`src/pipe_defs.svh`:
```
/*
 * Pipeline widths and sizes
 * Shared by the memory and write-back stages and their packages
 */
`ifndef PIPE_DEFS_SVH
`define PIPE_DEFS_SVH

// PC width
`define PIPE_NB_PC 32

// Data word width
`define PIPE_DATA_WIDTH 32

// Register file address width
`define PIPE_NB_REG 5

// Data memory holds 2**8 words
`define PIPE_DMEM_WORDS_LOG2 8

`endif

```
`src/ctrl_pkg.sv`:
```
/*
 * Control field types
 * Register numbers, load/store funct3 and the access size code
 */
`include "pipe_defs.svh"

package ctrl_pkg;

    // Destination register number
    typedef logic [`PIPE_NB_REG-1:0] reg_addr_t;

    // Load/store funct3, bit 2 unsigned, bits 1:0 size
    typedef logic [2:0] func3_t;

    // Access size, same coding as funct3 bits 1:0
    typedef logic [1:0] mem_size_t;

    localparam mem_size_t SIZE_BYTE = 2'd0;
    localparam mem_size_t SIZE_HALF = 2'd1;
    localparam mem_size_t SIZE_WORD = 2'd2;

endpackage

```
`src/data_pkg.sv`:
```
/*
 * Datapath types
 * Data word, instruction address and byte lane strobes
 */
`include "pipe_defs.svh"

package data_pkg;

    typedef logic [`PIPE_DATA_WIDTH-1:0] word_t;
    typedef logic [`PIPE_NB_PC-1:0] pc_t;

    // One strobe per byte of a word
    typedef logic [`PIPE_DATA_WIDTH/8-1:0] byte_en_t;

endpackage

```
`src/writeback_sel.sv`:
```
/*
 * Write-back select
 * Extracts and extends load data, then picks the value for the
 * register file. Register 0 is never written
 */
`timescale 1ns/100ps

module writeback_sel (
    input  logic                i_reg_write,
    input  logic                i_mem_to_reg,
    input  logic                i_link_reg,
    input  ctrl_pkg::reg_addr_t i_rd_addr,
    input  ctrl_pkg::func3_t    i_func3,
    input  data_pkg::word_t     i_alu,
    input  data_pkg::pc_t       i_pc_next,
    input  data_pkg::word_t     i_rd_data,     // Registered RAM word
    output logic                o_wb_en,
    output ctrl_pkg::reg_addr_t o_wb_rd,
    output data_pkg::word_t     o_wb_data
);

    import ctrl_pkg::*;
    import data_pkg::*;

    logic [7:0]  ld_byte;
    logic [15:0] ld_half;
    logic        ld_unsigned;
    word_t       ld_ext;

    assign ld_byte     = i_rd_data[{i_alu[1:0], 3'b000} +: 8];
    assign ld_half     = i_alu[1] ? i_rd_data[31:16] : i_rd_data[15:0];
    assign ld_unsigned = i_func3[2];   // LBU, LHU

    always_comb begin
        case (mem_size_t'(i_func3[1:0]))
            SIZE_BYTE: begin
                ld_ext = ld_unsigned ? {24'b0, ld_byte} : {{24{ld_byte[7]}}, ld_byte};
            end
            SIZE_HALF: begin
                ld_ext = ld_unsigned ? {16'b0, ld_half} : {{16{ld_half[15]}}, ld_half};
            end
            default: ld_ext = i_rd_data;
        endcase
    end

    // Link beats load beats ALU
    always_comb begin
        if (i_link_reg) begin
            o_wb_data = i_pc_next;
        end else if (i_mem_to_reg) begin
            o_wb_data = ld_ext;
        end else begin
            o_wb_data = i_alu;
        end
    end

    assign o_wb_en = i_reg_write & (|i_rd_addr);   // x0 stays zero
    assign o_wb_rd = i_rd_addr;

endmodule

```
`config.mk`:
```
export PLATFORM = sky130hd
export DESIGN_NAME = writeback_sel
export DESIGN_NICKNAME = d
export VERILOG_FILES = /design/src/ctrl_pkg.sv /design/src/data_pkg.sv /design/src/writeback_sel.sv
export VERILOG_INCLUDE_DIRS = /design/src /design/src/src
export SDC_FILE = /design/constraint.sdc
export NUM_CORES = 1
export LEC_CHECK = 0
export ABC_AREA = 1
export BUFFER_PORTS_ARGS = -buffer_cell sky130_fd_sc_hd__buf_4
export CORE_ASPECT_RATIO = 0.9
export CORE_MARGIN = 5
export CORE_UTILIZATION = 41
export DETAILED_ROUTE_END_ITERATION = 6
export PLACE_DENSITY = 0.93
export SYNTH_ARGS = -nofsm -noshare
export SYNTH_HDL_FRONTEND = slang
export SYNTH_SLANG_ARGS = --single-unit
```
`constraint.sdc`:
```
create_clock -name vclk -period 2
set_clock_uncertainty 0.1 [all_clocks]
set_input_delay 0.1 -clock vclk [all_inputs]
set_output_delay 0.1 -clock vclk [all_outputs]
set_load 0.02 [all_outputs]
```
==> impl_metrics.csv <==
group,metric,value,unit
timing,post-route-period-util,88.9,%
setup_path,crit_type,"in -> out",
job,drv_cap,0,
place,post-place-ws,0.225,ns
die,die_h,67.1,um
pwr,powerDensity,262,nW/um2
routing,drt_iter0_markers,147,
grt,grt_overflow_total,0,
finish,nClkBuffers,0,
timing,slew_headroom,59.5,%
routing,wl,6110,um
place,dpl.hpwl,5010,um
routing,avgViaCountPerCell,5.00,
synthesis,yosysWarnings,0,
pwr,p_clk_share,0,%
die,fp-row-count,20,
routing,drc,0,
timing,slew_viol_final,0,
timing,worst_pin_slew,0.606,ns
finish,fillers,317,
finish,layoutNonFillerInstCount,484,
place,place_inst,484,
grt,antenna_found_initial,0,
routing,routedWlPerCell,12.6,um
pwr,p_sw,0.000339,W
die,pin_count,145,
finish,drive_above_1_share,38.0,%
setup_path,cp.arrival,1.58,ns
pwr,power.internal,0.000317,W
synthesis,syn_nets,428,
pwr,seq_power_share,0,%
finish,area_delta_synth_final,68.5,%
grt,grt_pass1_vias,2178,
synthesis,synth_top_cells_by_count,"nand2_1, a21oi_1, nor2_1",
place,gp_congestion,0.828,
pwr,p_leak,1.42,nW
die,dieArea,4930,um2
grt,grt_max_degree,29,
setup_path,setup.worst_path.start_class,"input pin",
synthesis,ys_types,22,
timing,fmax,0.563,GHz
place,io_buffers,145,
setup_path,worstSetupEndpointType,"output port",
synthesis,netlist_area,1490,um2
setup_path,crit_required,1.80,ns
outcome,outcome,"finished clean",
timing,whs,0.306,ns
synthesis,synth_cells,321,
finish,nFlopsAndLatches,0,
synthesis,yosys-top-cells-area,"nand2_1, a21oi_1, nor2_1",
synthesis,yosysTopAreaCellShare,28.8,%
routing,drtAntennaViolNets,0,
finish,regArea,0,um2
timing,final_hold_viol_count,0,
routing,firstDrtPassIters,4,
clock_tree,cts_resized,0,
routing,vias,2419,
finish,utilization,73.1,%
grt,track_usage,22.2,%
finish,nNetsFinal,549,
synthesis,synth_top_area_cell,"nand2_1",
die,die_w,73.5,um
timing,final.setup.tns,0,ns
die,core_area,3430,um2
setup_path,crit_fanout,25,
synthesis,yosysMostFrequentCell,"nand2_1",
synthesis,avgSynthCellArea,4.63,um2
clock_tree,cts_setup_buffers,0,
pwr,combinationalPowerShare,100.0,%
timing,setup_viol,0,
pwr,ir_worst_vdd,0.170,mV
finish,antenna_cells,0,
synthesis,seq_area_frac_synth,0,%
clock_tree,holdBufCountCts,0,
worst_hold_path,hold_path.class,"in -> out",
timing,period_needed,1.78,ns
timing,layout_setup_ws,0.223,ns
grt,grt_pass1_wl,9160,um
pwr,switching_share,51.6,%
die,initial_utilization,43.4,%
timing,rsz0062_at_grt,"no",
-- cell type report --
| class | instances | area (um2) | area share (%) |
|---|---|---|---|
| Inverter | 15 | 63.8 | 2.55 |
| Multi-Input combinational cell | 276 | 1250 | 50.1 |
| Tap cell | 44 | 55.1 | 2.20 |
| Timing Repair Buffer | 149 | 1130 | 45.2 |
-- per-stage QoR --
stage,area [um2],power (W)
global placement,2500,0.000648
detailed placement,2500,0.000656
CTS,2500,0.000658
finish,2500,0.000656
floorplan,1490,0.000353
global route,2500,0.000721
-- power by group through the flow --
stage | clock network, W | logic (W) | registers, W
after detailed placement | 0 | 0.000656 | 0
after global routing | 0 | 0.000721 | 0
final | 0 | 0.000656 | 0
after floorplan | 0 | 0.000353 | 0
after global placement | 0 | 0.000648 | 0
after CTS | 0 | 0.000658 | 0
-- cells in the final DEF (no fill, tap or decap) --
| cell type | n |
|---|---|
| o211ai_1 | 1 |
| or2_2 | 1 |
| inv_2 | 1 |
| nor3_1 | 2 |
| buf_4 | 148 |
| o21ai_0 | 27 |
| nand2_1 | 114 |
| o41ai_1 | 1 |
| inv_4 | 1 |
| a21oi_2 | 4 |
| inv_1 | 12 |
| nand3_1 | 24 |
| a21oi_1 | 46 |
| clkinv_4 | 1 |
| buf_12 | 1 |
| o22a_1 | 1 |
| nor2_1 | 45 |
| nand2_2 | 5 |
| nor2_8 | 1 |
| nand2_4 | 4 |
-- cell families after synthesis --
| kind of cell | Yosys count | synth area share, % |
|---|---|---|
| AOI/OAI and AO/OA | 80 | 28.6 |
| buffers and inverters | 45 | 15.6 |
| and+or+nand+nor | 196 | 55.8 |
-- routing by layer --
| metal | global-route usage [%] | up-vias | routed length, um | share of wire (%) |
|---|---|---|---|---|
| met2 | 41.3 | 117 | 2950 | 48 |
| met5 | 0 | - | 0 | 0 |
| li1 | - | 1274 | - | - |
| met1 | 26.6 | 1028 | 2380 | 39 |
| met3 | 6.03 | 0 | 781 | 13 |
| met4 | 0.452 | 0 | 0 | 0 |
-- worst max-delay path: stages --
cell and delay, ns:
buf_4 0.19, inv_4 0.12, nand2_1 0.07, nand2_2 0.10, nand3_1 0.44, nand3_1 0.27, nand2_1 0.08, nand2_1 0.06
buf_4 0.13
-- worst paths after layout --
check,startpoint,end,slack (ns),depth (start not counted)
setup / recovery,i_alu[1],o_wb_data[24],0.22,9
hold / removal,i_rd_addr[1],o_wb_rd[1],0.31,2
(Power assumes the default switching activity.)
