--- src/pipe_defs.svh ---
/*
 * Pipeline widths and sizes
 * Shared by the memory and write-back stages and their packages
 */
`ifndef PIPE_DEFS_SVH
`define PIPE_DEFS_SVH

// PC width
`define PIPE_NB_PC 32

// Data word width
`define PIPE_DATA_WIDTH 32

// Register file address width
`define PIPE_NB_REG 5

// Data memory holds 2**8 words
`define PIPE_DMEM_WORDS_LOG2 8

`endif

--- src/ctrl_pkg.sv ---
/*
 * Control field types
 * Register numbers, load/store funct3 and the access size code
 */
`include "pipe_defs.svh"

package ctrl_pkg;

    // Destination register number
    typedef logic [`PIPE_NB_REG-1:0] reg_addr_t;

    // Load/store funct3, bit 2 unsigned, bits 1:0 size
    typedef logic [2:0] func3_t;

    // Access size, same coding as funct3 bits 1:0
    typedef logic [1:0] mem_size_t;

    localparam mem_size_t SIZE_BYTE = 2'd0;
    localparam mem_size_t SIZE_HALF = 2'd1;
    localparam mem_size_t SIZE_WORD = 2'd2;

endpackage

--- src/data_pkg.sv ---
/*
 * Datapath types
 * Data word, instruction address and byte lane strobes
 */
`include "pipe_defs.svh"

package data_pkg;

    typedef logic [`PIPE_DATA_WIDTH-1:0] word_t;
    typedef logic [`PIPE_NB_PC-1:0] pc_t;

    // One strobe per byte of a word
    typedef logic [`PIPE_DATA_WIDTH/8-1:0] byte_en_t;

endpackage

--- src/ex_mem_reg.sv ---
/*
 * EX/MEM pipeline register
 * Holds one instruction between execute and the memory stage.
 * Flush makes a bubble, enable low holds the slot
 */
`timescale 1ns/100ps

module ex_mem_reg (
    input  logic                clk,
    input  logic                i_rst_n,
    input  logic                i_en,
    input  logic                i_flush,
    input  logic                i_reg_write,
    input  logic                i_mem_read,
    input  logic                i_mem_write,
    input  logic                i_mem_to_reg,
    input  logic                i_branch,
    input  logic                i_jump,
    input  logic                i_link_reg,
    input  ctrl_pkg::mem_size_t i_data_size,
    input  ctrl_pkg::func3_t    i_func3,
    input  ctrl_pkg::reg_addr_t i_rd_addr,
    input  data_pkg::pc_t       i_pc_next,     // PC+4
    input  data_pkg::pc_t       i_branch_addr,
    input  data_pkg::word_t     i_alu,
    input  data_pkg::word_t     i_data2,       // Store data
    output logic                o_reg_write,
    output logic                o_mem_read,
    output logic                o_mem_write,
    output logic                o_mem_to_reg,
    output logic                o_branch,
    output logic                o_jump,
    output logic                o_link_reg,
    output ctrl_pkg::mem_size_t o_data_size,
    output ctrl_pkg::func3_t    o_func3,
    output ctrl_pkg::reg_addr_t o_rd_addr,
    output data_pkg::pc_t       o_pc_next,
    output data_pkg::pc_t       o_branch_addr,
    output data_pkg::word_t     o_alu,
    output data_pkg::word_t     o_data2
);

    // Control fields, cleared by reset and by flush
    always_ff @(posedge clk) begin
        if (!i_rst_n || i_flush) begin
            o_reg_write  <= 1'b0;
            o_mem_read   <= 1'b0;
            o_mem_write  <= 1'b0;
            o_mem_to_reg <= 1'b0;
            o_branch     <= 1'b0;
            o_jump       <= 1'b0;
            o_link_reg   <= 1'b0;
            o_data_size  <= '0;
            o_func3      <= '0;
        end else if (i_en) begin
            o_reg_write  <= i_reg_write;
            o_mem_read   <= i_mem_read;
            o_mem_write  <= i_mem_write;
            o_mem_to_reg <= i_mem_to_reg;
            o_branch     <= i_branch;
            o_jump       <= i_jump;
            o_link_reg   <= i_link_reg;
            o_data_size  <= i_data_size;
            o_func3      <= i_func3;
        end
    end

    // Payload fields
    always_ff @(posedge clk) begin
        if (i_flush) begin
            o_rd_addr     <= '0;
            o_pc_next     <= '0;
            o_branch_addr <= '0;
            o_alu         <= '0;
            o_data2       <= '0;
        end else if (i_en) begin
            o_rd_addr     <= i_rd_addr;
            o_pc_next     <= i_pc_next;
            o_branch_addr <= i_branch_addr;
            o_alu         <= i_alu;
            o_data2       <= i_data2;
        end
    end

    // A captured instruction is a load or a store, never both
    a_no_load_store: assert property (@(posedge clk) disable iff (!i_rst_n)
        i_en && !i_flush |=> !(o_mem_read && o_mem_write))
        else $error("ex_mem_reg: load and store set in one slot");

endmodule

--- config.mk ---
export PLATFORM = sky130hd
export DESIGN_NAME = ex_mem_reg
export DESIGN_NICKNAME = d
export VERILOG_FILES = /design/src/ctrl_pkg.sv /design/src/data_pkg.sv /design/src/ex_mem_reg.sv
export VERILOG_INCLUDE_DIRS = /design/src /design/src/src
export SDC_FILE = /design/constraint.sdc
export NUM_CORES = 1
export LEC_CHECK = 0
export ABC_AREA = 1
export ABC_CLOCK_PERIOD_IN_PS = 1200
export BUFFER_PORTS_ARGS = -buffer_cell sky130_fd_sc_hd__buf_2
export CORE_AREA = 2 2 114 116
export CTS_CLUSTER_SIZE = 24
export DETAILED_ROUTE_END_ITERATION = 10
export DIE_AREA = 0 0 116 118
export HOLD_SLACK_MARGIN = 0.05
export PLACE_DENSITY = 0.75
export SLEW_MARGIN = 20
export SYNTH_ARGS = -nofsm -noshare
export SYNTH_HDL_FRONTEND = slang
export SYNTH_SLANG_ARGS = --single-unit
--- constraint.sdc ---
create_clock -name clk -period 1.2 [get_ports clk]
set_clock_uncertainty 0.2 [all_clocks]
set_input_delay 0.12 -clock clk [delete_from_list [all_inputs] [get_ports clk]]
set_output_delay 0.12 -clock clk [all_outputs]
set_load 0.005 [all_outputs]
==> impl_metrics.py <==
metrics = {
    "run_status": {
        "status": "complete, but fails checks",
        "violations": "hold timing, setup timing",
    },
    "logic_synthesis": {
        "synth_top_family_by_area": "simple AND/OR/NAND/NOR gates",
        "syn_inst": 629,
        "synth-xor-area-share_pct": 0,
        "synthAdderAreaFrac_pct": 0,
        "yosysSeqAreaShare_pct": 58.2,
        "synth_area_per_cell_um2": 7.93,
        "muxShareOfSynthArea_pct": 0,
        "yosys.area_share.simple_pct": 21.9,
        "synth_warnings": 0,
        "syn_nets": 778,
        "ys_ff_latch": 145,
        "synth_cell_types": 12,
        "synth_compound_area_share_pct": 14.5,
        "syn_area_um2": 4990,
    },
    "placement": {
        "placed_cells": 1067,
        "io_buffer_count": 293,
        "place_congestion": 0.759,
        "dpl_cell_area_um2": 6660,
        "hpwl_um": 10400,
    },
    "clocking": {
        "cts_inserted_buffers": 17,
        "htree_levels": 4,
        "cts.sinks": 145,
        "path_clk_slew_ns": 0.06,
        "cts_buffer_depth": 2,
        "clk_latency_ns": 0.42,
        "root_buffer": "clkbuf_16",
        "cts_tree": "built",
        "ctsHoldBuffers": 148,
    },
    "final_layout": {
        "syn_to_final_growth_pct": 88.4,
        "nNetsFinal": 1217,
        "drive_gt1_share_pct": 45.1,
        "stdcell_count": 1253,
        "stdcell_area_um2": 9400,
    },
    "pwr": {
        "internal_power_uw": 9590,
        "sw_frac_of_total_pct": 24.4,
        "pwr_density_cell_nw_per_um2": 1350,
        "p_leak_uw": 0.00449,
        "pwr-share-comb_pct": 15.9,
        "p_switching_uw": 3100,
        "p_clk_share_pct": 41.4,
        "p_seq_share_pct": 42.7,
        "ir_worst_vdd_mv": 0.874,
    },
    "global_routing": {
        "antenna_found_initial": 1,
        "grt_pass1_wl_um": 29600,
        "grt_start_max_net_pins": 83,
        "grt-ovfl-total": 0,
        "grt_pass1_vias": 6206,
        "grt_use_total_pct": 27.5,
    },
    "sta": {
        "slew_violations": 0,
        "setup_ws_ns": -0.0149,
        "tightest_slew_ns": 0.324,
        "period_needed_ns": 1.21,
        "finalSetupViolCount": 7,
        "period_share_pct": 101,
        "max_freq_mhz": 823,
        "fin_hold_ws_ns": -0.0741,
        "relSlewSlack_pct": 78.2,
        "rsz0062_at_grt": "yes",
        "hold_viol": 6,
    },
    "die": {
        "rows": 41,
        "die_area_um2": 13700,
        "dieHeight_um": 118,
        "io_pins": 294,
        "start_util_pct": 40.2,
        "die_w_um": 116,
        "core_um2": 12400,
    },
    "route": {
        "via_per_inst": 5.14,
        "drc": 0,
        "vias": 6442,
        "routedWlPerCell_um": 18.0,
        "drtIter0Drc": 565,
        "drtPass1Iterations": 6,
        "ant_nets": 0,
        "drt-total-wl_um": 22600,
    },
    "worst_hold_path": {
        "worstHoldPathType": "input pin to register",
    },
    "worst_setup_path": {
        "endpoint_kind": "output pin",
        "cp.buffers_inverters": 1,
        "crit_slowest_cell": "dfxtp_2",
        "critPathMaxFanout": 2,
        "critPathKind": "register to output pin",
        "slowest_delay_ns": 0.35,
        "crit_path_cell_trace": "buf_2",
        "cp.required_ns": 0.88,
        "cp-start-kind": "register",
        "cp.arrival_ns": 0.89,
        "cp_top_family": "flip-flops",
    },
    "flow_run": {
        "drv_cap": 0,
    },
}
[through the flow]
stage | util [%] | power [uW] | worst slack (ns) | setup TNS, ns
2_1_floorplan | - | 5940 | 0.210 | 0
3_3_place_gp | 53.6 | 6650 | 0.0551 | 0
3_5_place_dp | 53.6 | 6670 | 0.0228 | 0
4_1_cts | 70.6 | 12300 | -0.00897 | -0.0171
5_1_grt | 75.7 | 13100 | -0.0351 | -0.577
6_report | 75.7 | 12700 | -0.0149 | -0.0499
[worst register-to-register path, stage by stage, from the launching register on]
cell     delay [ns]
dfxtp_2        0.34
buf_4          0.13
o21ai_0        0.20
nor2_1         0.06
[final cells by class]
cell class,instances,area [um^2]
well taps,172,215
fillers,746,3010
multi-input cells,436,1820
clock inverters,9,105
clock buffers,22,484
diodes,1,2.50
inverters,2,10.0
flip-flops and latches,145,3080
repair buffers,466,3690
[synth_stat cells]
cell type,instances,area [um^2]
a21oi_1,12,60.1
buf_2,20,100
buf_4,1,7.51
buf_6,6,67.6
clkbuf_1,9,33.8
clkbuf_2,10,50.1
dfxtp_1,145,2900
inv_2,1,3.75
inv_4,1,6.26
nand2_1,25,93.8
nor2_1,266,998
o21ai_0,133,666
[cells in the final DEF (no fill, tap or decap), drive strengths merged, types with 2 or more instances in the layout]
cell	instances
buf	319
nor2	266
dlygate4sd3	147
dfxtp	145
o21ai	133
nand2	25
clkbuf	22
a21oi	12
clkinv	5
inv	3
bufinv	2
[metal layers]
layer | GRT usage (%) | share of wire (%)
met3 | 8.29 | 9.5
met1 | 28.5 | 34
met5 | 0 | 0
met4 | 14.1 | 6.0
met2 | 49.1 | 50
[cell families after synthesis]
kind of cell    after synthesis
buf+inv                      48
compound gates              145
flops                       145
simple gates                291
[final timing paths]
kind                           from                     end  slack, ns  cells after the start
min                         i_flush  o_alu[24]$_SDFFE_PP0P_      -0.07                      5
min reg2reg   o_branch$_SDFFE_PP0P_   o_branch$_SDFFE_PP0P_       0.26                      2
max reg2reg  o_alu[14]$_SDFFE_PP0P_  o_alu[14]$_SDFFE_PP0P_       0.15                      3
max          o_alu[28]$_SDFFE_PP0P_               o_alu[28]      -0.01                      1
[timing repair]
| item | in CTS | in global routing |
|---|---|---|
| buffers inserted | 0 | 7 |
| gates resized for setup | 24 | 186 |
| endpoints found under the hold margin | 145 | 9 |
| pin swaps | 0 | 0 |
| setup endpoints to repair | 23 | 142 |
[power groups by stage]
stage,Clock [uW],Sequential [uW],Combinational (uW)
2_1_floorplan,0,5410,530
3_3_place_gp,0,5370,1280
3_5_place_dp,0,5380,1300
4_1_cts,5300,5290,1680
5_1_grt,5520,5440,2160
6_report,5250,5420,2020
No activity file was read; power rests on OpenSTA's default activity.
