--- src/pipe_defs.svh ---
/*
 * Pipeline widths and sizes
 * Shared by the memory and write-back stages and their packages
 */
`ifndef PIPE_DEFS_SVH
`define PIPE_DEFS_SVH

// PC width
`define PIPE_NB_PC 32

// Data word width
`define PIPE_DATA_WIDTH 32

// Register file address width
`define PIPE_NB_REG 5

// Data memory holds 2**8 words
`define PIPE_DMEM_WORDS_LOG2 8

`endif

--- src/ctrl_pkg.sv ---
/*
 * Control field types
 * Register numbers, load/store funct3 and the access size code
 */
`include "pipe_defs.svh"

package ctrl_pkg;

    // Destination register number
    typedef logic [`PIPE_NB_REG-1:0] reg_addr_t;

    // Load/store funct3, bit 2 unsigned, bits 1:0 size
    typedef logic [2:0] func3_t;

    // Access size, same coding as funct3 bits 1:0
    typedef logic [1:0] mem_size_t;

    localparam mem_size_t SIZE_BYTE = 2'd0;
    localparam mem_size_t SIZE_HALF = 2'd1;
    localparam mem_size_t SIZE_WORD = 2'd2;

endpackage

--- src/data_pkg.sv ---
/*
 * Datapath types
 * Data word, instruction address and byte lane strobes
 */
`include "pipe_defs.svh"

package data_pkg;

    typedef logic [`PIPE_DATA_WIDTH-1:0] word_t;
    typedef logic [`PIPE_NB_PC-1:0] pc_t;

    // One strobe per byte of a word
    typedef logic [`PIPE_DATA_WIDTH/8-1:0] byte_en_t;

endpackage

--- src/mem_wb_reg.sv ---
/*
 * MEM/WB pipeline register
 * Carries write-back control, ALU result, link address and load format
 */
`timescale 1ns/100ps

module mem_wb_reg (
    input  logic                clk,
    input  logic                i_rst_n,
    input  logic                i_en,
    input  logic                i_reg_write,
    input  logic                i_mem_to_reg,
    input  logic                i_link_reg,
    input  ctrl_pkg::reg_addr_t i_rd_addr,
    input  ctrl_pkg::func3_t    i_func3,       // Load size and sign
    input  data_pkg::word_t     i_alu,         // Low bits locate the load lanes
    input  data_pkg::pc_t       i_pc_next,
    output logic                o_reg_write,
    output logic                o_mem_to_reg,
    output logic                o_link_reg,
    output ctrl_pkg::reg_addr_t o_rd_addr,
    output ctrl_pkg::func3_t    o_func3,
    output data_pkg::word_t     o_alu,
    output data_pkg::pc_t       o_pc_next
);

    always_ff @(posedge clk) begin
        if (!i_rst_n) begin
            o_reg_write  <= 1'b0;
            o_mem_to_reg <= 1'b0;
            o_link_reg   <= 1'b0;
            o_func3      <= '0;
        end else if (i_en) begin
            o_reg_write  <= i_reg_write;
            o_mem_to_reg <= i_mem_to_reg;
            o_link_reg   <= i_link_reg;
            o_func3      <= i_func3;
        end
    end

    // Payload, held on stall
    always_ff @(posedge clk) begin
        if (i_en) begin
            o_rd_addr <= i_rd_addr;
            o_alu     <= i_alu;
            o_pc_next <= i_pc_next;
        end
    end

endmodule

--- config.mk ---
export PLATFORM = sky130hd
export DESIGN_NAME = mem_wb_reg
export DESIGN_NICKNAME = d
export VERILOG_FILES = /design/src/ctrl_pkg.sv /design/src/data_pkg.sv /design/src/mem_wb_reg.sv
export VERILOG_INCLUDE_DIRS = /design/src /design/src/src
export SDC_FILE = /design/constraint.sdc
export NUM_CORES = 1
export LEC_CHECK = 0
export BUFFER_PORTS_ARGS = -buffer_cell sky130_fd_sc_hd__buf_2
export CORE_AREA = 2 2 91 93
export CTS_CLUSTER_DIAMETER = 100
export DETAILED_ROUTE_END_ITERATION = 10
export DIE_AREA = 0 0 93 95
export GPL_TIMING_DRIVEN = 0
export SYNTH_ARGS = -nofsm -noshare
export SYNTH_HDL_FRONTEND = slang
export SYNTH_SLANG_ARGS = --single-unit
--- constraint.sdc ---
create_clock -name clk -period 0.8 [get_ports clk]
set_input_delay 0.08 -clock clk [delete_from_list [all_inputs] [get_ports clk]]
set_output_delay 0.08 -clock clk [all_outputs]
set_load 0.02 [all_outputs]
==> results of run 1 <==
## cells by family after synthesis
group,count (synthesis)
AND/OR/NAND/NOR,6
multiplexers,6
flip-flops,75
buffers and inverters,1
## what timing repair did
item	in CTS	in global routing
setup endpoints to repair	100	77
endpoints found under the hold margin	74	0
gates resized for setup	60	76
cloned	0	0
hold buffers	74	0
## area by class of cell
class                      count  area, um^2
sequential                    75        2200
clock buffer                  13       168.9
timing repair buffer         226        1911
buffer                         1       11.26
clock inverter                 3       68.82
multi-input combinational     12       97.59
fill                         612        3339
tap                          105       131.4
## tightest hold or removal path, cell delays in order
cell and delay [ps]:
buf_2 80, mux2i_1 60, nor2b_1 90
## routing by layer
layer | part of all wire | GRT usage | routed length [um] | up-vias
met4 | 0.022 | 0.06740 | 135 | 0
met1 | 0.36 | 0.1472 | 2196 | 836
li1 | - | - | - | 818
met3 | 0.096 | 0.06145 | 587 | 12
met5 | 0 | 0 | 0 | -
met2 | 0.52 | 0.2204 | 3217 | 97
## worst max-delay path by stage
stage                             from                         to  slack (ps)  depth (start not counted)
2_1_floorplan  o_func3[0]$_SDFFE_PN0P_    o_func3[0]$_SDFFE_PN0P_         130                          2
3_3_place_gp                      i_en    o_func3[0]$_SDFFE_PN0P_       -1050                          4
3_5_place_dp                      i_en  o_mem_to_reg$_SDFFE_PN0P_        -600                          4
4_1_cts         o_rd_addr[3]$_DFFE_PP_               o_rd_addr[3]        -200                          1
5_1_grt            o_alu[27]$_DFFE_PP_                  o_alu[27]        -230                          1
6_report           o_alu[27]$_DFFE_PP_                  o_alu[27]        -190                          1
## power groups by stage
stage,sequential [W],clock [W],combinational [W]
floorplan,0.00518,0,0.0000400
global route,0.00479,0.00362,0.00164
detailed placement,0.00477,0,0.000983
global placement,0.00476,0,0.000974
finish,0.00476,0.00334,0.00156
CTS,0.00471,0.00348,0.00138
## per-stage QoR
stage | setup slack, ps | TNS (ps)
after floorplan | 132.0 | 0
after global placement | -1050 | -64170
after detailed placement | -601.7 | -29190
after CTS | -198.3 | -12260
after global routing | -232.0 | -13910
final | -189.1 | -10520
## cell usage after synthesis (all sizes together)
master / instances / share of area
buf: 1 / 0.0049
dfxtp: 6 / 0.052
edfxtp: 69 / 0.90
mux2i: 6 / 0.026
nor2b: 6 / 0.016
==> flow_metrics.py, run 1 <==
metrics = {
    "floorplan": {
        "fp-row-count": 33,
        "die_x_um": 93,
        "ioPinCount": 153,
        "die-area_um2": 8835,
        "die_h_um": 95,
        "start_util": 0.2902,
        "coreArea_um2": 7928,
    },
    "timing": {
        "fin_worst_skew_ps": 0,
        "fmax_mhz": 1011,
        "slew-limit-headroom": 0.7547,
        "max_slew.worst_pin.slew_ps": 368.0,
        "setup_viol": 75,
        "finalHoldViolations": 0,
        "fin_crit_ps": 989.1,
        "rsz0062_at_grt": "yes",
        "period_share": 1.236,
        "slew_violations": 0,
        "setup_slack_ps": -189.1,
        "whs_ps": 9.109,
    },
    "status": {
        "status": "finished with violations",
        "violations": "negative setup slack",
    },
    "drt": {
        "drc": 0,
        "drtPass1Iterations": 4,
        "routed_via_density": 4.053,
        "dr.first_iter.drc_count": 76,
        "ant_nets": 0,
        "drt_wl_total_um": 6136,
        "vias": 1763,
        "wl_per_cell_um": 14.11,
    },
    "finish": {
        "antenna-diode-count": 0,
        "largestRegisters": "o_alu: 32 flops, o_pc_next: 32 flops, o_rd_addr: 5 flops",
        "layoutNonFillerInstCount": 435,
        "layout_common_cells": "buf_2, dlygate4sd3_1, edfxtp_1",
        "fin_area_um2": 4588,
        "area_growth_pct": 99.40,
        "layout-drive-gt1-share": 0.5273,
        "fin_nets": 403,
        "final_common_cell": "buf_2",
        "post-route-util": 0.5788,
    },
    "pwr": {
        "power_frac_clock": 0.346,
        "power.static_leakage_nw": 1.945,
        "power.share.switching": 0.2216,
        "powerDensity_nw_per_um2": 2103,
        "vdd_drop_max_mv": 1.252,
        "p_seq_frac": 0.493,
        "intPower_w": 0.007511,
        "net-switching-power_w": 0.002139,
        "power.share.combinational": 0.161,
        "power_w": 0.009649,
    },
    "synthesis": {
        "yosysWarnings": 0,
        "synth_compound_area_frac": 0,
        "synth_seq_area_share": 0.9527,
        "synth.distinct_cells": 5,
        "syn_avg_cell_area_um2": 26.15,
        "ys_ff_latch": 75,
        "synthesis.area_um2": 2301,
        "synthXorXnorAreaFrac": 0,
        "synthAdderAreaFrac": 0,
        "synth_top_family_by_area": "multiplexers",
        "synth_mux_area_frac": 0.02610,
        "postSynthCellCount": 88,
        "postSynthNetCount": 166,
        "synth_simple_gate_area_frac": 0.01631,
    },
    "global_routing": {
        "grt_pass1_vias": 1886,
        "grt_util_all_layers": 0.1341,
        "grt_pass1_wl_um": 8783,
        "antenna_found_initial": 0,
        "gr-total-overflow": 0,
        "grt_max_degree": 71,
    },
    "setup_path": {
        "crit_chain": "buf_6",
        "crit_slowest_cell": "edfxtp_1",
        "crit_path_start_kind": "register",
        "rr_worst_depth": 2,
        "endpoint_kind": "output port",
        "arrival_ps": 910,
        "r2r_setup_slack_ps": 160,
        "worstPathMaxFanout": 1,
        "path_delay_family": "flip-flops",
        "worst-endpoint-required_ps": 720,
        "max_stage_delay_ps": 420,
        "critPathBufInv": 1,
        "crit_type": "reg2out",
        "r2r-end": "o_func3[1]$_SDFFE_PN0P_",
        "rr_startpoint": "o_func3[1]$_SDFFE_PN0P_",
    },
    "flow_run": {
        "cap_violations": 0,
    },
    "placement": {
        "io_buffers": 152,
        "dpl-instance-area_um2": 3196,
        "dp.cells": 345,
        "gp_congestion": 0.6623,
    },
    "worst_hold_path": {
        "hold_depth": 3,
        "whs_endpoint": "o_mem_to_reg$_SDFFE_PN0P_",
        "hold_class": "in2reg",
        "holdCritStartpoint": "i_mem_to_reg",
    },
    "clock_network": {
        "postCtsSetupRepairBufs": 0,
        "cts_num_sinks": 75,
        "cts_tree": "done",
        "htree_levels": 3,
        "cts_root_buffer": "clkbuf_8",
        "cts_buffers": 9,
        "clock_insertion_delay_worst_skew_ps": 330,
        "clkTransAtPathRegs_ps": 80,
        "clk_path_buf_depth": 2,
    },
}
Power figures use the tool's default switching activity.
==> run 2: changes to the inputs <==
CORE_AREA = 2 2 75 84   (was 2 2 91 93)
DIE_AREA = 0 0 77 86   (was 0 0 93 95)
PLACE_DENSITY = 0.77   (was not set)
==> run 2 against run 1 <==
The flow still finishes with violations (negative setup slack). Sequential share of layout area rose by 0.97 points. Combinational power about the same. Register-to-register slack worse by 170 ps. Die area decreased by 25%. Worst setup slack got worse by 37 ps. Global-route usage increased by 8.0 points. Final cell count down 6.7%. Clock skew unchanged. Critical path type unchanged. Critical endpoint is now o_pc_next[28].
==> flow_metrics.py, run 2 (same netlist as run 1, synthesis figures left out) <==
metrics = {
    "status": {
        "status": "finished with violations",
        "violations": "negative setup slack",
    },
    "floorplan": {
        "die-area_um2": 6622,
        "coreArea_um2": 5733,
        "ioPinCount": 153,
        "die_x_um": 77,
        "fp-row-count": 29,
        "die_h_um": 86,
        "start_util": 0.4014,
    },
    "global_routing": {
        "gr-total-overflow": 0,
        "grt_util_all_layers": 0.2141,
        "grt_pass1_vias": 1995,
        "grt_pass1_wl_um": 10220,
        "grt_max_degree": 71,
        "antenna_found_initial": 0,
    },
    "drt": {
        "routed_via_density": 4.436,
        "wl_per_cell_um": 18.38,
        "drtPass1Iterations": 5,
        "ant_nets": 0,
        "dr.first_iter.drc_count": 68,
        "drt_wl_total_um": 7463,
        "vias": 1801,
        "drc": 0,
    },
    "setup_path": {
        "crit_type": "reg2out",
        "crit_chain": "buf_6",
        "crit_cells": 1,
        "critPathBufInv": 1,
        "crit_slowest_cell": "edfxtp_1",
        "arrival_ps": 950,
        "max_stage_delay_ps": 440,
        "endpoint": "o_pc_next[28]",
        "worst-endpoint-required_ps": 720,
        "rr_worst_depth": 3,
        "r2r_setup_slack_ps": -10,
        "endpoint_kind": "output port",
        "crit_path_start_kind": "register",
        "crit_start": "o_pc_next[28]$_DFFE_PP_",
        "path_delay_family": "flip-flops",
        "rr_startpoint": "o_func3[2]$_SDFFE_PN0P_",
        "worstPathMaxFanout": 1,
        "r2r-end": "o_func3[2]$_SDFFE_PN0P_",
    },
    "timing": {
        "whs_ps": 22.64,
        "setup_slack_ps": -226.2,
        "fin_crit_ps": 1026,
        "slew_violations": 0,
        "period_share": 1.283,
        "fmax_mhz": 974.5,
        "rsz0062_at_grt": "yes",
        "slew-limit-headroom": 0.7551,
        "max_slew.worst_pin.slew_ps": 367.4,
        "finalHoldViolations": 0,
        "fin_worst_skew_ps": 0,
        "setup_viol": 76,
    },
    "pwr": {
        "net-switching-power_w": 0.002272,
        "power.share.combinational": 0.159,
        "power.share.switching": 0.2318,
        "power.static_leakage_nw": 1.914,
        "intPower_w": 0.007530,
        "vdd_drop_max_mv": 1.638,
        "p_seq_frac": 0.486,
        "power_frac_clock": 0.355,
        "powerDensity_nw_per_um2": 2180,
    },
    "finish": {
        "area_growth_pct": 95.43,
        "fin_nets": 402,
        "layout_common_cells": "buf_2, dlygate4sd3_1, edfxtp_1",
        "post-route-util": 0.7844,
        "final_common_cell": "buf_2",
        "largestRegisters": "o_alu: 32 flops, o_pc_next: 32 flops, o_rd_addr: 5 flops",
        "antenna-diode-count": 0,
        "layout-drive-gt1-share": 0.5441,
    },
    "placement": {
        "io_buffers": 152,
        "gp_congestion": 0.6903,
    },
    "clock_network": {
        "clk_path_buf_depth": 2,
        "cts_num_sinks": 75,
        "htree_levels": 3,
        "cts_root_buffer": "clkbuf_8",
        "cts_tree": "done",
        "clock_insertion_delay_worst_skew_ps": 340,
        "clkTransAtPathRegs_ps": 80,
        "cts_buffers": 9,
    },
    "worst_hold_path": {
        "holdCritStartpoint": "i_func3[1]",
        "hold_class": "in2reg",
    },
    "flow_run": {
        "cap_violations": 0,
    },
}
==> run 2: worst register-to-register path, delay by kind of cell, from the launching register on <==
kind / cells / cell delay, ps
mux: 1 / 150
simple gates: 1 / 90
buf+inv: 1 / 120
flops: 1 / 340
==> run 2: worst min path at each step <==
stage                                            to  slack, ps  cells after the start
after floorplan                  o_alu[0]$_DFFE_PP_        180                      0
after global placement           o_alu[3]$_DFFE_PP_        260                      1
after detailed placement     o_rd_addr[1]$_DFFE_PP_        260                      1
after CTS                 o_mem_to_reg$_SDFFE_PN0P_          9                      3
after global routing       o_reg_write$_SDFFE_PN0P_         30                      2
final                       o_func3[1]$_SDFFE_PN0P_         20                      3
==> run 2: power groups by stage <==
stage / registers [W] / clock network, W / logic, W
after floorplan: 0.00518 / 0 / 0.0000400
after global placement: 0.00476 / 0 / 0.000962
after CTS: 0.00471 / 0.00350 / 0.00134
after global routing: 0.00479 / 0.00370 / 0.00163
final: 0.00476 / 0.00348 / 0.00155
after detailed placement: 0.00478 / 0 / 0.000983
==> run 2: final cells by class <==
| class | count | area, um^2 |
|---|---|---|
| Buffer | 1 | 11.26 |
| Clock buffer | 10 | 127.6 |
| Clock inverter | 6 | 113.9 |
| Fill cell | 310 | 1236 |
| Multi-Input combinational cell | 12 | 113.9 |
| Sequential cell | 75 | 2200 |
| Tap cell | 77 | 96.34 |
| Timing Repair Buffer | 225 | 1834 |
==> run 2: what timing repair did <==
item	in CTS	in global routing
endpoints found under the setup margin	150	81
setup buffers	1	2
hold buffers	70	0
endpoints found under the hold margin	70	0
gates resized for setup	47	73
==> run 2: per-layer routing <==
layer / up-vias / part of all wire / GRT usage / routed length (um)
met5: - / 0 / 0 / 0
li1: 813 / - / - / -
met1: 854 / 0.34 / 0.2160 / 2506
met4: 0 / 0.024 / 0.06981 / 181
met2: 114 / 0.55 / 0.3947 / 4135
met3: 20 / 0.086 / 0.09579 / 640
==> run 2: metrics by stage <==
stage	TNS [ps]	area (um^2)	cells	setup slack, ps	total power [W]
after CTS	-12220	4244	404	-196.2	0.009541
after detailed placement	-63840	3158	317	-1104	0.005761
after global routing	-15070	4497	406	-256.1	0.01012
after floorplan	0	2301	88	132.0	0.005219
final	-11900	4497	406	-226.2	0.009802
after global placement	-58870	3158	317	-970.5	0.005725
==> run 3: changes to the inputs <==
ABC_AREA = 1   (was not set)
CORE_AREA = 2 2 75 85   (was 2 2 75 84)
DIE_AREA = 0 0 77 87   (was 0 0 77 86)
==> run 3 against run 2 <==
The flow still finishes with violations (negative setup slack). First-iteration DRC count up 13%. Global-route usage down 1.8 points. Final cell count up 4.9%. Highest routed layer unchanged.
==> flow_metrics.py, run 3 <==
metrics = {
    "floorplan": {
        "die-area_um2": 6699,
        "start_util": 0.3926,
        "die_h_um": 87,
        "die_x_um": 77,
        "ioPinCount": 153,
        "fp-row-count": 30,
        "coreArea_um2": 5931,
    },
    "drt": {
        "vias": 1842,
        "ant_nets": 0,
        "drtPass1Iterations": 4,
        "drt_wl_total_um": 6933,
        "drc": 0,
        "wl_per_cell_um": 16.27,
        "routed_via_density": 4.324,
        "dr.first_iter.drc_count": 77,
    },
    "clock_network": {
        "cts_root_buffer": "clkbuf_8",
        "clock_insertion_delay_worst_skew_ps": 340,
        "cts_num_sinks": 75,
        "cts_buffers": 9,
        "cts_tree": "done",
        "clk_path_buf_depth": 2,
        "htree_levels": 3,
        "clkTransAtPathRegs_ps": 80,
    },
    "pwr": {
        "powerDensity_nw_per_um2": 2129,
        "intPower_w": 0.007289,
        "power.static_leakage_nw": 1.948,
        "power.share.switching": 0.2369,
        "net-switching-power_w": 0.002262,
        "p_seq_frac": 0.498,
        "power_w": 0.009551,
        "power.share.combinational": 0.164,
        "power_frac_clock": 0.338,
        "vdd_drop_max_mv": 1.424,
    },
    "worst_hold_path": {
        "hold_class": "in2reg",
        "hold_depth": 3,
    },
    "setup_path": {
        "max_stage_delay_ps": 420,
        "path_delay_family": "flip-flops",
        "rr_worst_depth": 4,
        "arrival_ps": 920,
        "crit_start": "o_pc_next[14]$_DFFE_PP_",
        "endpoint": "o_pc_next[14]",
        "critPathBufInv": 1,
        "worst-endpoint-required_ps": 720,
        "crit_path_start_kind": "register",
        "crit_type": "reg2out",
        "rr_startpoint": "o_func3[2]$_SDFFE_PN0P_",
        "crit_slowest_cell": "edfxtp_1",
        "crit_cells": 1,
        "endpoint_kind": "output port",
        "worstPathMaxFanout": 1,
        "crit_chain": "buf_6",
        "r2r-end": "o_func3[2]$_SDFFE_PN0P_",
        "r2r_setup_slack_ps": 30,
    },
    "placement": {
        "gp_congestion": 0.7022,
        "hpwl_um": 3400,
        "io_buffers": 152,
    },
    "timing": {
        "setup_viol": 75,
        "setup_slack_ps": -203.1,
        "fmax_mhz": 996.9,
        "period_share": 1.254,
        "max_slew.worst_pin.slew_ps": 552.8,
        "slew-limit-headroom": 0.6315,
        "rsz0062_at_grt": "yes",
        "fin_crit_ps": 1003,
        "slew_violations": 0,
        "finalHoldViolations": 0,
        "fin_worst_skew_ps": 0,
    },
    "finish": {
        "final_common_cell": "buf_2",
        "largestRegisters": "o_alu: 32 flops, o_pc_next: 32 flops, o_rd_addr: 5 flops",
        "layout_common_cells": "buf_2, dlygate4sd3_1, edfxtp_1",
        "layout-drive-gt1-share": 0.5289,
        "post-route-util": 0.7563,
        "antenna-diode-count": 0,
        "area_growth_pct": 92.64,
        "fin_nets": 419,
    },
    "global_routing": {
        "gr-total-overflow": 0,
        "grt_pass1_wl_um": 9570,
        "grt_max_degree": 73,
        "grt_pass1_vias": 2008,
        "antenna_found_initial": 0,
        "grt_util_all_layers": 0.1957,
    },
    "synthesis": {
        "synthesis.area_um2": 2328,
        "yosysWarnings": 0,
        "synthTopCellsByCount": "edfxtp_1, nand2_1, nor2_1",
        "synthArstFlopShare": 0,
        "synth.distinct_cells": 7,
        "synth_top_area_share": 0.8898,
        "ys.flop_type": "edfxtp_1",
        "synth-edff-count": 69,
        "postSynthCellCount": 106,
        "yosys.area.top_type": "edfxtp_1",
        "synth.most_common_cell": "edfxtp_1",
        "synth_seq_area_share": 0.9414,
        "ys_top_cells_by_area": "edfxtp_1, dfxtp_1, nand2_1",
        "postSynthNetCount": 184,
        "ys_ff_latch": 75,
        "syn_avg_cell_area_um2": 21.97,
    },
    "status": {
        "violations": "negative setup slack",
        "status": "finished with violations",
    },
    "flow_run": {
        "cap_violations": 0,
    },
}
-- run 3: cell count changes after synthesis --
cell	change
mux2i_1	-6
nand2_1	+12
nor2b_1	-6
nor2_2	+5
inv_1	+6
nor2_1	+7
-- run 3: logic make-up after synthesis --
kind of cell,synth area share
buffers and inverters,0.01451
flip-flops,0.9414
AND/OR/NAND/NOR,0.04406
-- run 3: final cells by class --
cell class / instances / area [um^2]
flip-flops and latches: 75 / 2200
repair buffers: 224 / 1818
fillers: 349 / 1445
clock buffers: 10 / 137.6
multi-input cells: 24 / 107.6
well taps: 80 / 100.1
clock inverters: 6 / 88.84
inverters: 6 / 22.52
plain buffers: 1 / 11.26
-- run 3: power groups by stage --
stage          combinational [W]  sequential (W)  clock (W)
5_1_grt                  0.00164         0.00478    0.00345
6_report                 0.00157         0.00475    0.00323
3_3_place_gp            0.000984         0.00477          0
3_5_place_dp             0.00100         0.00478          0
4_1_cts                  0.00136         0.00471    0.00326
2_1_floorplan          0.0000534         0.00519          0
-- run 3: metal layers --
metal	GRT usage	share of wire	wire, um	vias to the layer above
met4	0.09740	0.018	123	0
met3	0.07054	0.083	578	11
met2	0.3628	0.57	3981	109
met1	0.1937	0.32	2249	866
met5	0	0	0	-
li1	-	-	-	856
-- run 3: worst reg2reg max path, stage by stage (launching register included) --
cell and delay (ps):
dfxtp_2 330, buf_4 130, buf_6 110, nor2_4 60, nor2_1 40
-- run 3: how the worst min path moves through the flow --
stage | start | to
after floorplan | i_alu[0] | o_alu[0]$_DFFE_PP_
after global placement | i_pc_next[11] | o_pc_next[11]$_DFFE_PP_
after detailed placement | i_pc_next[11] | o_pc_next[11]$_DFFE_PP_
after CTS | i_rst_n | o_func3[0]$_SDFFE_PN0P_
after global routing | i_rst_n | o_mem_to_reg$_SDFFE_PN0P_
final | i_rst_n | o_mem_to_reg$_SDFFE_PN0P_
-- run 3: through the flow --
step	std cells	hold WS (ps)	instance area (um^2)	TNS, ps	setup slack [ps]
2_1_floorplan	106	178.9	2328	0	163.7
5_1_grt	426	46.94	4486	-14040	-247.7
4_1_cts	424	5.016	4253	-11940	-199.2
3_3_place_gp	338	256.0	3189	-60580	-925.5
6_report	426	42.61	4486	-11140	-203.1
3_5_place_dp	338	258.1	3192	-27240	-490.7
-- run 3: what timing repair did --
item / 4_1_cts / 5_1_grt
gates resized for setup: 47 / 69
hold buffers: 69 / 0
pin swaps: 0 / 1
endpoints found under the hold margin: 69 / 0
setup endpoints to repair: 81 / 79
setup buffers: 1 / 2
